## config.mk

```make
export PLATFORM = sky130hd
export DESIGN_NAME = if_stage
export DESIGN_NICKNAME = d
export VERILOG_FILES = /design/src/design/fetch_pkg.sv /design/src/design/pc_select.sv /design/src/design/prefetch_buffer.sv /design/src/design/if_stage.sv
export SDC_FILE = /design/constraint.sdc
export NUM_CORES = 1
export LEC_CHECK = 0
export ABC_CLOCK_PERIOD_IN_PS = 9100
export BUFFER_PORTS_ARGS = -buffer_cell sky130_fd_sc_hd__buf_2
export CAP_MARGIN = 20
export CORE_AREA = 2 2 170 172
export CTS_CLUSTER_DIAMETER = 150
export DETAILED_ROUTE_END_ITERATION = 8
export DIE_AREA = 0 0 172 174
export PLACE_DENSITY = 0.85
export SETUP_SLACK_MARGIN = 0.15
export SKIP_LAST_GASP = 1
export SYNTH_ARGS = -nofsm -noshare
export SYNTH_HDL_FRONTEND = slang
export SYNTH_SLANG_ARGS = --single-unit
export TNS_END_PERCENT = 10
```

## constraint.sdc

```tcl
create_clock -name clk -period 9.1 [get_ports clk]
set_input_delay 1.82 -clock clk [delete_from_list [all_inputs] [get_ports clk]]
set_output_delay 1.82 -clock clk [all_outputs]
set_load 0.1 [all_outputs]
```

## src/design/fetch_pkg.sv

```systemverilog
// --------------------
// fetch package
// PC-mux and exception-mux codes, widths and prefetch sizing
// --------------------

package fetch_pkg;

  // --------------------
  // widths
  // --------------------
  localparam int XLEN        = 32;  // address and instruction width
  localparam int TRAP_BASE_W = 24;  // upper bits of mtvec
  localparam int IRQ_ID_W    = 5;   // vectored interrupt index

  // prefetch buffer entries, also caps requests in flight on the bus
  localparam int FETCH_FIFO_DEPTH = 2;

  // counters run 0..DEPTH, pointers 0..DEPTH-1
  localparam int FIFO_CNT_W = $clog2(FETCH_FIFO_DEPTH + 1);
  localparam int FIFO_PTR_W = $clog2(FETCH_FIFO_DEPTH);

  // --------------------
  // mux selectors
  // --------------------

  // source of the next PC on pc_set
  typedef enum logic [2:0] {
    PC_BOOT      = 3'd0,  // reset / boot address
    PC_JUMP      = 3'd1,  // jump resolved in ID
    PC_BRANCH    = 3'd2,  // branch resolved in EX
    PC_EXCEPTION = 3'd3,  // trap or interrupt vector
    PC_MRET      = 3'd4,  // return from machine trap
    PC_DRET      = 3'd5,  // return from debug mode
    PC_FENCEI    = 3'd6   // refetch after fence.i
  } pc_mux_e;

  // exception target when PC_EXCEPTION is selected
  typedef enum logic [1:0] {
    EXC_PC_EXCEPTION = 2'd0,  // synchronous trap, base of mtvec
    EXC_PC_IRQ       = 2'd1,  // vectored interrupt
    EXC_PC_DBD       = 2'd2,  // debug halt request
    EXC_PC_DBE       = 2'd3   // exception while in debug mode
  } exc_pc_mux_e;

endpackage

```

## src/design/pc_select.sv

```systemverilog
// --------------------
// next-PC selector
// picks the fetch target on pc_set, including trap vectors
// --------------------

`timescale 1ns/1ps

module pc_select (
  input  fetch_pkg::pc_mux_e                pc_mux_i,
  input  fetch_pkg::exc_pc_mux_e            exc_pc_mux_i,
  input  logic [fetch_pkg::IRQ_ID_W-1:0]    irq_id_i,
  input  logic [fetch_pkg::TRAP_BASE_W-1:0] trap_base_addr_i,
  input  logic [fetch_pkg::XLEN-1:0]        boot_addr_i,
  input  logic [fetch_pkg::XLEN-1:0]        dm_halt_addr_i,
  input  logic [fetch_pkg::XLEN-1:0]        dm_exception_addr_i,
  input  logic [fetch_pkg::XLEN-1:0]        mepc_i,
  input  logic [fetch_pkg::XLEN-1:0]        depc_i,
  input  logic [fetch_pkg::XLEN-1:0]        jump_target_id_i,
  input  logic [fetch_pkg::XLEN-1:0]        jump_target_ex_i,
  input  logic [fetch_pkg::XLEN-1:0]        pc_id_i,
  output logic [fetch_pkg::XLEN-1:0]        branch_addr_o
);

  import fetch_pkg::*;

  logic [XLEN-1:0] exc_pc;    // trap / debug vector
  logic [XLEN-1:0] next_pc;   // before final word alignment

  // trap vector
  always_comb
  begin
    unique case (exc_pc_mux_i)
      EXC_PC_EXCEPTION: exc_pc = {trap_base_addr_i, 8'h00};                 // common entry
      EXC_PC_IRQ:       exc_pc = {trap_base_addr_i, 1'b0, irq_id_i, 2'b00}; // 4 bytes per irq
      EXC_PC_DBD:       exc_pc = {dm_halt_addr_i[XLEN-1:2], 2'b00};
      EXC_PC_DBE:       exc_pc = {dm_exception_addr_i[XLEN-1:2], 2'b00};
      default:          exc_pc = {trap_base_addr_i, 8'h00};
    endcase
  end

  // next PC source
  always_comb
  begin
    case (pc_mux_i)
      PC_BOOT:      next_pc = boot_addr_i;
      PC_JUMP:      next_pc = jump_target_id_i;
      PC_BRANCH:    next_pc = jump_target_ex_i;
      PC_EXCEPTION: next_pc = exc_pc;
      PC_MRET:      next_pc = mepc_i;              // back to trapped instr
      PC_DRET:      next_pc = depc_i;
      PC_FENCEI:    next_pc = pc_id_i + 32'd4;     // instruction after fence.i
      default:      next_pc = boot_addr_i;         // unused code
    endcase
  end

  // only 32-bit instructions, so the low two bits are always zero
  assign branch_addr_o = {next_pc[XLEN-1:2], 2'b00};

endmodule

```

## src/design/prefetch_buffer.sv

```systemverilog
// --------------------
// prefetch buffer
// sequential word fetch over req/gnt/rvalid, small FIFO of
// word/address pairs, stale responses dropped after a branch
// --------------------

`timescale 1ns/1ps

module prefetch_buffer (
  input  logic                       clk,
  input  logic                       rst_n,
  input  logic                       req_i,          // fetch enable
  input  logic                       branch_i,       // redirect, flush everything
  input  logic [fetch_pkg::XLEN-1:0] branch_addr_i,
  input  logic                       fetch_ready_i,  // IF takes the head word
  output logic                       fetch_valid_o,
  output logic [fetch_pkg::XLEN-1:0] fetch_rdata_o,
  output logic [fetch_pkg::XLEN-1:0] fetch_addr_o,
  output logic                       instr_req_o,
  output logic [fetch_pkg::XLEN-1:0] instr_addr_o,
  input  logic                       instr_gnt_i,
  input  logic                       instr_rvalid_i,
  input  logic [fetch_pkg::XLEN-1:0] instr_rdata_i,
  output logic                       busy_o
);

  import fetch_pkg::*;

  logic [XLEN-1:0]       fetch_addr_q;   // address of the next request
  logic [XLEN-1:0]       rsp_addr_q;     // address of the next kept response
  logic [FIFO_CNT_W-1:0] outstanding_q;  // granted, response still due
  logic [FIFO_CNT_W-1:0] drop_q;         // due responses from before a branch
  logic [FIFO_CNT_W-1:0] fifo_cnt_q;
  logic [FIFO_PTR_W-1:0] wr_ptr_q;
  logic [FIFO_PTR_W-1:0] rd_ptr_q;

  logic [XLEN-1:0] fifo_data_q [FETCH_FIFO_DEPTH];
  logic [XLEN-1:0] fifo_addr_q [FETCH_FIFO_DEPTH];

  logic [FIFO_CNT_W:0] inflight;  // one extra bit so the sum cannot wrap
  logic                req_accept;
  logic                rsp_drop;
  logic                rsp_take;
  logic                pop;

  function automatic logic [FIFO_PTR_W-1:0] ptr_inc(input logic [FIFO_PTR_W-1:0] ptr);
    logic [FIFO_PTR_W-1:0] nxt;
    nxt = (ptr == FIFO_PTR_W'(FETCH_FIFO_DEPTH - 1)) ? '0 : ptr + 1'b1;
    return nxt;
  endfunction

  // --------------------
  // bus side
  // --------------------

  // every slot is either buffered, awaited or about to be dropped
  assign inflight = {1'b0, fifo_cnt_q} + {1'b0, outstanding_q} + {1'b0, drop_q};

  // no request in the branch cycle, the new stream starts one cycle later
  assign instr_req_o  = req_i & ~branch_i & (inflight < (FIFO_CNT_W + 1)'(FETCH_FIFO_DEPTH));
  assign instr_addr_o = fetch_addr_q;
  assign req_accept   = instr_req_o & instr_gnt_i;

  assign rsp_drop = instr_rvalid_i & (drop_q != '0);               // old stream
  assign rsp_take = instr_rvalid_i & (drop_q == '0) & ~branch_i;   // goes into the FIFO

  // --------------------
  // IF side
  // --------------------
  assign fetch_valid_o = (fifo_cnt_q != '0);
  assign fetch_rdata_o = fifo_data_q[rd_ptr_q];
  assign fetch_addr_o  = fifo_addr_q[rd_ptr_q];
  assign pop           = fetch_valid_o & fetch_ready_i;

  assign busy_o = (outstanding_q != '0) | (drop_q != '0);  // bus traffic pending

  // control state
  always_ff @(posedge clk or negedge rst_n)
  begin
    if (!rst_n)
    begin
      fetch_addr_q  <= '0;
      rsp_addr_q    <= '0;
      outstanding_q <= '0;
      drop_q        <= '0;
      fifo_cnt_q    <= '0;
      wr_ptr_q      <= '0;
      rd_ptr_q      <= '0;
    end
    else if (branch_i)
    begin
      fetch_addr_q  <= branch_addr_i;
      rsp_addr_q    <= branch_addr_i;
      outstanding_q <= '0;
      // a response in this cycle still belongs to the old stream
      drop_q        <= drop_q + outstanding_q - FIFO_CNT_W'(instr_rvalid_i);
      fifo_cnt_q    <= '0;  // flush
      wr_ptr_q      <= '0;
      rd_ptr_q      <= '0;
    end
    else
    begin
      if (req_accept)
      begin
        fetch_addr_q <= fetch_addr_q + 32'd4;
      end
      if (rsp_take)
      begin
        rsp_addr_q <= rsp_addr_q + 32'd4;
        wr_ptr_q   <= ptr_inc(wr_ptr_q);
      end
      if (pop)
      begin
        rd_ptr_q <= ptr_inc(rd_ptr_q);
      end
      outstanding_q <= outstanding_q + FIFO_CNT_W'(req_accept) - FIFO_CNT_W'(rsp_take);
      drop_q        <= drop_q - FIFO_CNT_W'(rsp_drop);
      fifo_cnt_q    <= fifo_cnt_q + FIFO_CNT_W'(rsp_take) - FIFO_CNT_W'(pop);
    end
  end

  // FIFO storage
  always_ff @(posedge clk)
  begin
    if (rsp_take)
    begin
      fifo_data_q[wr_ptr_q] <= instr_rdata_i;
      fifo_addr_q[wr_ptr_q] <= rsp_addr_q;
    end
  end

  // --------------------
  // assertions
  // --------------------

  // request throttling must leave a free slot for every kept response
  a_fifo_no_overflow : assert property (
    @(posedge clk) disable iff (!rst_n)
    rsp_take |-> (fifo_cnt_q < FIFO_CNT_W'(FETCH_FIFO_DEPTH))
  );

  // held request stays up with its address until granted or redirected
  a_addr_stable : assert property (
    @(posedge clk) disable iff (!rst_n)
    (instr_req_o && !instr_gnt_i && !branch_i)
      |=> ((instr_req_o || branch_i) && $stable(instr_addr_o))
  );

endmodule

```

## src/design/if_stage.sv

```systemverilog
// --------------------
// instruction fetch stage
// next-PC select, prefetch and the IF/ID pipeline registers
// --------------------

`timescale 1ns/1ps

module if_stage (
  input  logic                              clk,
  input  logic                              rst_n,
  // controller side
  input  logic                              req_i,
  input  logic                              pc_set_i,
  input  fetch_pkg::pc_mux_e                pc_mux_i,
  input  fetch_pkg::exc_pc_mux_e            exc_pc_mux_i,
  input  logic [fetch_pkg::IRQ_ID_W-1:0]    irq_id_i,
  input  logic [fetch_pkg::TRAP_BASE_W-1:0] trap_base_addr_i,
  input  logic [fetch_pkg::XLEN-1:0]        boot_addr_i,
  input  logic [fetch_pkg::XLEN-1:0]        dm_halt_addr_i,
  input  logic [fetch_pkg::XLEN-1:0]        dm_exception_addr_i,
  input  logic [fetch_pkg::XLEN-1:0]        mepc_i,
  input  logic [fetch_pkg::XLEN-1:0]        depc_i,
  input  logic [fetch_pkg::XLEN-1:0]        jump_target_id_i,
  input  logic [fetch_pkg::XLEN-1:0]        jump_target_ex_i,
  input  logic                              halt_if_i,
  input  logic                              id_ready_i,
  input  logic                              clear_instr_valid_i,
  // instruction bus
  output logic                              instr_req_o,
  output logic [fetch_pkg::XLEN-1:0]        instr_addr_o,
  input  logic                              instr_gnt_i,
  input  logic                              instr_rvalid_i,
  input  logic [fetch_pkg::XLEN-1:0]        instr_rdata_i,
  // to ID
  output logic                              instr_valid_id_o,
  output logic [fetch_pkg::XLEN-1:0]        instr_rdata_id_o,
  output logic [fetch_pkg::XLEN-1:0]        pc_id_o,
  output logic [fetch_pkg::XLEN-1:0]        pc_if_o,
  // status
  output logic                              csr_mtvec_init_o,
  output logic                              if_busy_o,
  output logic                              perf_imiss_o
);

  import fetch_pkg::*;

  logic            branch_req;
  logic [XLEN-1:0] branch_addr;
  logic            fetch_valid;
  logic            fetch_ready;
  logic [XLEN-1:0] fetch_rdata;
  logic [XLEN-1:0] fetch_addr;
  logic            prefetch_busy;
  logic            if_transfer;   // head word moves into IF/ID

  pc_select pc_select_i (
    .pc_mux_i            (pc_mux_i),
    .exc_pc_mux_i        (exc_pc_mux_i),
    .irq_id_i            (irq_id_i),
    .trap_base_addr_i    (trap_base_addr_i),
    .boot_addr_i         (boot_addr_i),
    .dm_halt_addr_i      (dm_halt_addr_i),
    .dm_exception_addr_i (dm_exception_addr_i),
    .mepc_i              (mepc_i),
    .depc_i              (depc_i),
    .jump_target_id_i    (jump_target_id_i),
    .jump_target_ex_i    (jump_target_ex_i),
    .pc_id_i             (pc_id_o),
    .branch_addr_o       (branch_addr)
  );

  prefetch_buffer prefetch_buffer_i (
    .clk            (clk),
    .rst_n          (rst_n),
    .req_i          (req_i),
    .branch_i       (branch_req),
    .branch_addr_i  (branch_addr),
    .fetch_ready_i  (fetch_ready),
    .fetch_valid_o  (fetch_valid),
    .fetch_rdata_o  (fetch_rdata),
    .fetch_addr_o   (fetch_addr),
    .instr_req_o    (instr_req_o),
    .instr_addr_o   (instr_addr_o),
    .instr_gnt_i    (instr_gnt_i),
    .instr_rvalid_i (instr_rvalid_i),
    .instr_rdata_i  (instr_rdata_i),
    .busy_o         (prefetch_busy)
  );

  // --------------------
  // stall / branch control
  // --------------------
  assign branch_req  = pc_set_i;
  // nothing leaves the buffer while ID stalls or a redirect is in flight
  assign fetch_ready = fetch_valid & req_i & id_ready_i & ~halt_if_i & ~branch_req;
  assign if_transfer = fetch_valid & fetch_ready;

  assign csr_mtvec_init_o = pc_set_i & (pc_mux_i == PC_BOOT);  // mtvec init on boot
  assign perf_imiss_o     = ~fetch_valid & ~branch_req;
  assign if_busy_o        = prefetch_busy;
  assign pc_if_o          = fetch_addr;                        // head of the buffer

  // IF/ID valid
  always_ff @(posedge clk or negedge rst_n)
  begin
    if (!rst_n)
    begin
      instr_valid_id_o <= 1'b0;
    end
    else if (if_transfer)
    begin
      instr_valid_id_o <= 1'b1;
    end
    else if (clear_instr_valid_i || branch_req)
    begin
      instr_valid_id_o <= 1'b0;  // killed, word stays but is ignored
    end
  end

  // IF/ID payload, frozen while stalled
  always_ff @(posedge clk)
  begin
    if (if_transfer)
    begin
      instr_rdata_id_o <= fetch_rdata;
      pc_id_o          <= fetch_addr;
    end
  end

  // controller only redirects to a defined source
  a_pc_mux_defined : assert property (
    @(posedge clk) disable iff (!rst_n)
    pc_set_i |-> (pc_mux_i inside {PC_BOOT, PC_JUMP, PC_BRANCH, PC_EXCEPTION,
                                   PC_MRET, PC_DRET, PC_FENCEI})
  );

endmodule

```

==> reports/metrics.yaml <==
outcome:
  outcome: "completed"
placed_design:
  place_congestion: 0.9941
  place_hpwl_mm: 38.96
  portBuffers: 411
sta:
  hold_viol: 0
  period_needed_ns: 5.202
  maxSlewViolCount: 0
  rsz0062_at_grt: "false"
  post-route-period-util_pct: 57.16
  setup-tns-final_ns: 0
  setup_violations: 0
  fmax_mhz: 192.3
  worst_pin_slew_ns: 1.020
  fin_hold_ws_ns: 0.4885
  max_slew_margin_pct: 32.01
  fin_skew_ns: 0.01249
drt:
  dr.pass1.iters: 7
  vias: 12390
  drcViolationCount: 0
  drtIter0Drc: 1544
  final_antenna_net_count: 0
  via_per_inst: 6.159
  detail_route.wl_per_cell_um: 25.83
  routed_wl_mm: 51.94
worst_setup_path:
  start_kind: "input pin"
  crit_end: "csr_mtvec_init_o"
  endpoint_kind: "primary output"
  path_class: "input pin to primary output"
  rr_worst_depth: 7
  crit_fanout: 44
  required_ns: 7.28
  r2r-end: "prefetch_buffer_i.instr_addr_o[22]$_DFFE_PN0P_"
  arrival_ns: 3.38
  rr_startpoint: "pc_id_o[2]$_DFFE_PP_"
  rrSetupSlack_ns: 5.87
  setup.worst_path.start: "pc_mux_i[0]"
yosys:
  synth-edff-count: 186
  yosysSeqAreaShare_pct: 53.33
  synth.ff_latch_count: 255
  yosysWarningCount: 0
  synth_ff_type: "edfxtp_1"
  syn_inst: 1213
  ys_async_sr_fraction_pct: 27.06
  netlist_area_um2: 13710
  ys_types: 79
  netlist.top_cell.by_area: "edfxtp_1"
  synth.avg_cell_area_um2: 11.30
  synth_top_cell_area_share_pct: 40.74
  synth.area.top_cells: "edfxtp_1 (41%), dfrtp_1 (13%), mux2_2 (6.0%)"
power:
  p_per_area_nw_per_um2: 201.5
  comb_power_share_pct: 25.3
  pwr-share-seq_pct: 42.4
  power_switching_uw: 1187
  ir_drop_mv: 0.1684
  swShare_pct: 34.74
  p_int_uw: 2229
  clkPwrFrac_pct: 32.3
  p_leak_uw: 0.006879
cts:
  clkTransAtPathRegs_ns: 0.06
  cts.sinks: 255
  cts_max_level: 1
  clkLatencyLatePin_ns: 0.55
  cts_tree: "built"
  postCtsSetupBuffers: 0
  root_buffer: "clkbuf_16"
  numCtsBuffers: 26
  cts_resized: 0
  hold_buffers: 0
  cts.path.max_buffers: 3
grt:
  grt_max_degree: 70
  grt_pass1_wl_mm: 73.46
  grt_overflow: 0
  antenna_found_initial: 15
  grt_pass1_vias: 11780
  grt_use_total_pct: 33.43
die:
  dieArea_um2: 29930
  die_h_um: 174
  rows: 62
  core_area_um2: 28240
  fp.dieW_um: 172
  initial_core_util_pct: 48.56
  pin_count: 432
run:
  cap_viol_max_count: 0
final_layout:
  post-route-util_pct: 60.02
  num-fill-cells: 2360
  nNetsFinal: 1906
  drive_gt1_share_pct: 35.24
  syn2layout_area_growth_pct: 23.62
worst_hold_path:
  worstHoldStart: "instr_valid_id_o$_DFFE_PN0P_"
  hold_class: "flop to flop"
[metrics by stage]
stage,worst slack (ns),cells,power [µW],cell area (µm²)
finish,3.898,2011,3416,16950
global route,3.835,2009,3516,16940
CTS,3.936,1996,3415,16910
detailed placement,3.944,1950,2322,16030
global placement,3.929,1950,2299,16030
floorplan,1.712,1218,2062,13730
[power groups by stage]
| stage | clock network, µW | logic [µW] | registers [µW] |
|---|---|---|---|
| 6_report | 1100 | 863 | 1450 |
| 5_1_grt | 1150 | 907 | 1460 |
| 4_1_cts | 1110 | 857 | 1450 |
| 3_5_place_dp | 0 | 853 | 1470 |
| 3_3_place_gp | 0 | 837 | 1460 |
| 2_1_floorplan | 0 | 440 | 1620 |
[worst min path at each step]
stage | to | slack, ns | depth (start not counted)
3_3_place_gp | instr_valid_id_o$_DFFE_PN0P_ | 0.47 | 2
5_1_grt | instr_valid_id_o$_DFFE_PN0P_ | 0.53 | 2
4_1_cts | instr_valid_id_o$_DFFE_PN0P_ | 0.49 | 2
3_5_place_dp | instr_valid_id_o$_DFFE_PN0P_ | 0.48 | 2
6_report | instr_valid_id_o$_DFFE_PN0P_ | 0.49 | 2
2_1_floorplan | prefetch_buffer_i.drop_q[1]$_DFF_PN0_ | 0.47 | 1
[critical path, stage by stage]
cell and delay (ns):
buf_2 0.09, buf_4 0.29, inv_2 0.45, and3_1 0.25
buf_2 0.45
[per-layer routing]
layer | up-vias | global-route usage [%] | part of all wire [%]
li1 | 5458 | - | -
met1 | 5892 | 39.72 | 35
met2 | 836 | 54.42 | 48
met3 | 197 | 7.218 | 9.7
met4 | 2 | 22.27 | 7.3
met5 | - | 0 | 0.015
[cells by family (layout without fill, tap and decap cells)]
kind of cell | Yosys count | after routing | synth area share [%]
and+or+nand+nor | 362 | 362 | 14.09
adders and majority gates | 13 | 13 | 1.241
buffers and inverters | 104 | 498 | 3.431
DFF | 255 | 255 | 53.33
AOI/OAI and AO/OA | 327 | 327 | 16.55
muxes | 111 | 111 | 8.779
xor gates and xnor gates | 40 | 40 | 2.555
other | 1 | 21 | 0.02735
[placed cells by master (no fill, tap or decap), drive strengths merged, types with 13 or more instances in the layout]
cell type    n
mux2i       37
mux2        74
clkbuf      28
nor2b       16
xor2        18
o21ai       57
edfxtp     186
buf        426
dfrtp       69
xnor2       22
and2        13
a211oi      21
o221ai      16
nor2       106
and3        24
inv         27
nand4       23
a21oi       62
nor3        26
nor4        13
a31oi       16
o211ai      17
diode       15
o21a        25
nand3       35
nand2       54
[flip-flops by register name, summed over array words and instances, names as in the netlist]
register,flops
prefetch_buffer_i.outstanding_q,2
prefetch_buffer_i.instr_addr_o,30
instr_valid_id_o,1
instr_rdata_id_o,32
prefetch_buffer_i.fifo_cnt_q,2
pc_id_o,30
prefetch_buffer_i.wr_ptr_q,1
prefetch_buffer_i.fifo_addr_q,60
prefetch_buffer_i.fifo_data_q,64
prefetch_buffer_i.rsp_addr_q,30
prefetch_buffer_i.rd_ptr_q,1
prefetch_buffer_i.drop_q,2
[synthesized netlist by cell type (all sizes together) (8+ instances only)]
library cell    n
nor4           13
a211oi         21
o211ai         17
nor2          106
nor2b          16
nand2          54
and2           13
o21ai          57
nor3           26
mux2i          37
buf            38
a21o            9
nand3          35
ha             12
nand2b         12
o31ai           9
and4           12
a31oi          16
mux2           74
edfxtp        186
xnor2          22
a21oi          62
xor2           18
o221ai         16
a221oi          8
nand4          23
o22ai           8
a22oi          11
clkbuf         40
and3           24
dfrtp          69
o22a           12
o21a           25
inv            26
[cell type report]
class | instances | area (µm²) | area share, %
clock buffers | 28 | 658.1 | 3.883
multi-input cells | 859 | 5967 | 35.21
clock inverters | 18 | 225.2 | 1.329
well taps | 384 | 480.5 | 2.835
repair buffers | 426 | 2170 | 12.80
diodes | 15 | 37.54 | 0.2215
inverters | 26 | 97.59 | 0.5758
flip-flops and latches | 255 | 7313 | 43.15
Note: power is estimated with default switching activity, not from simulation.
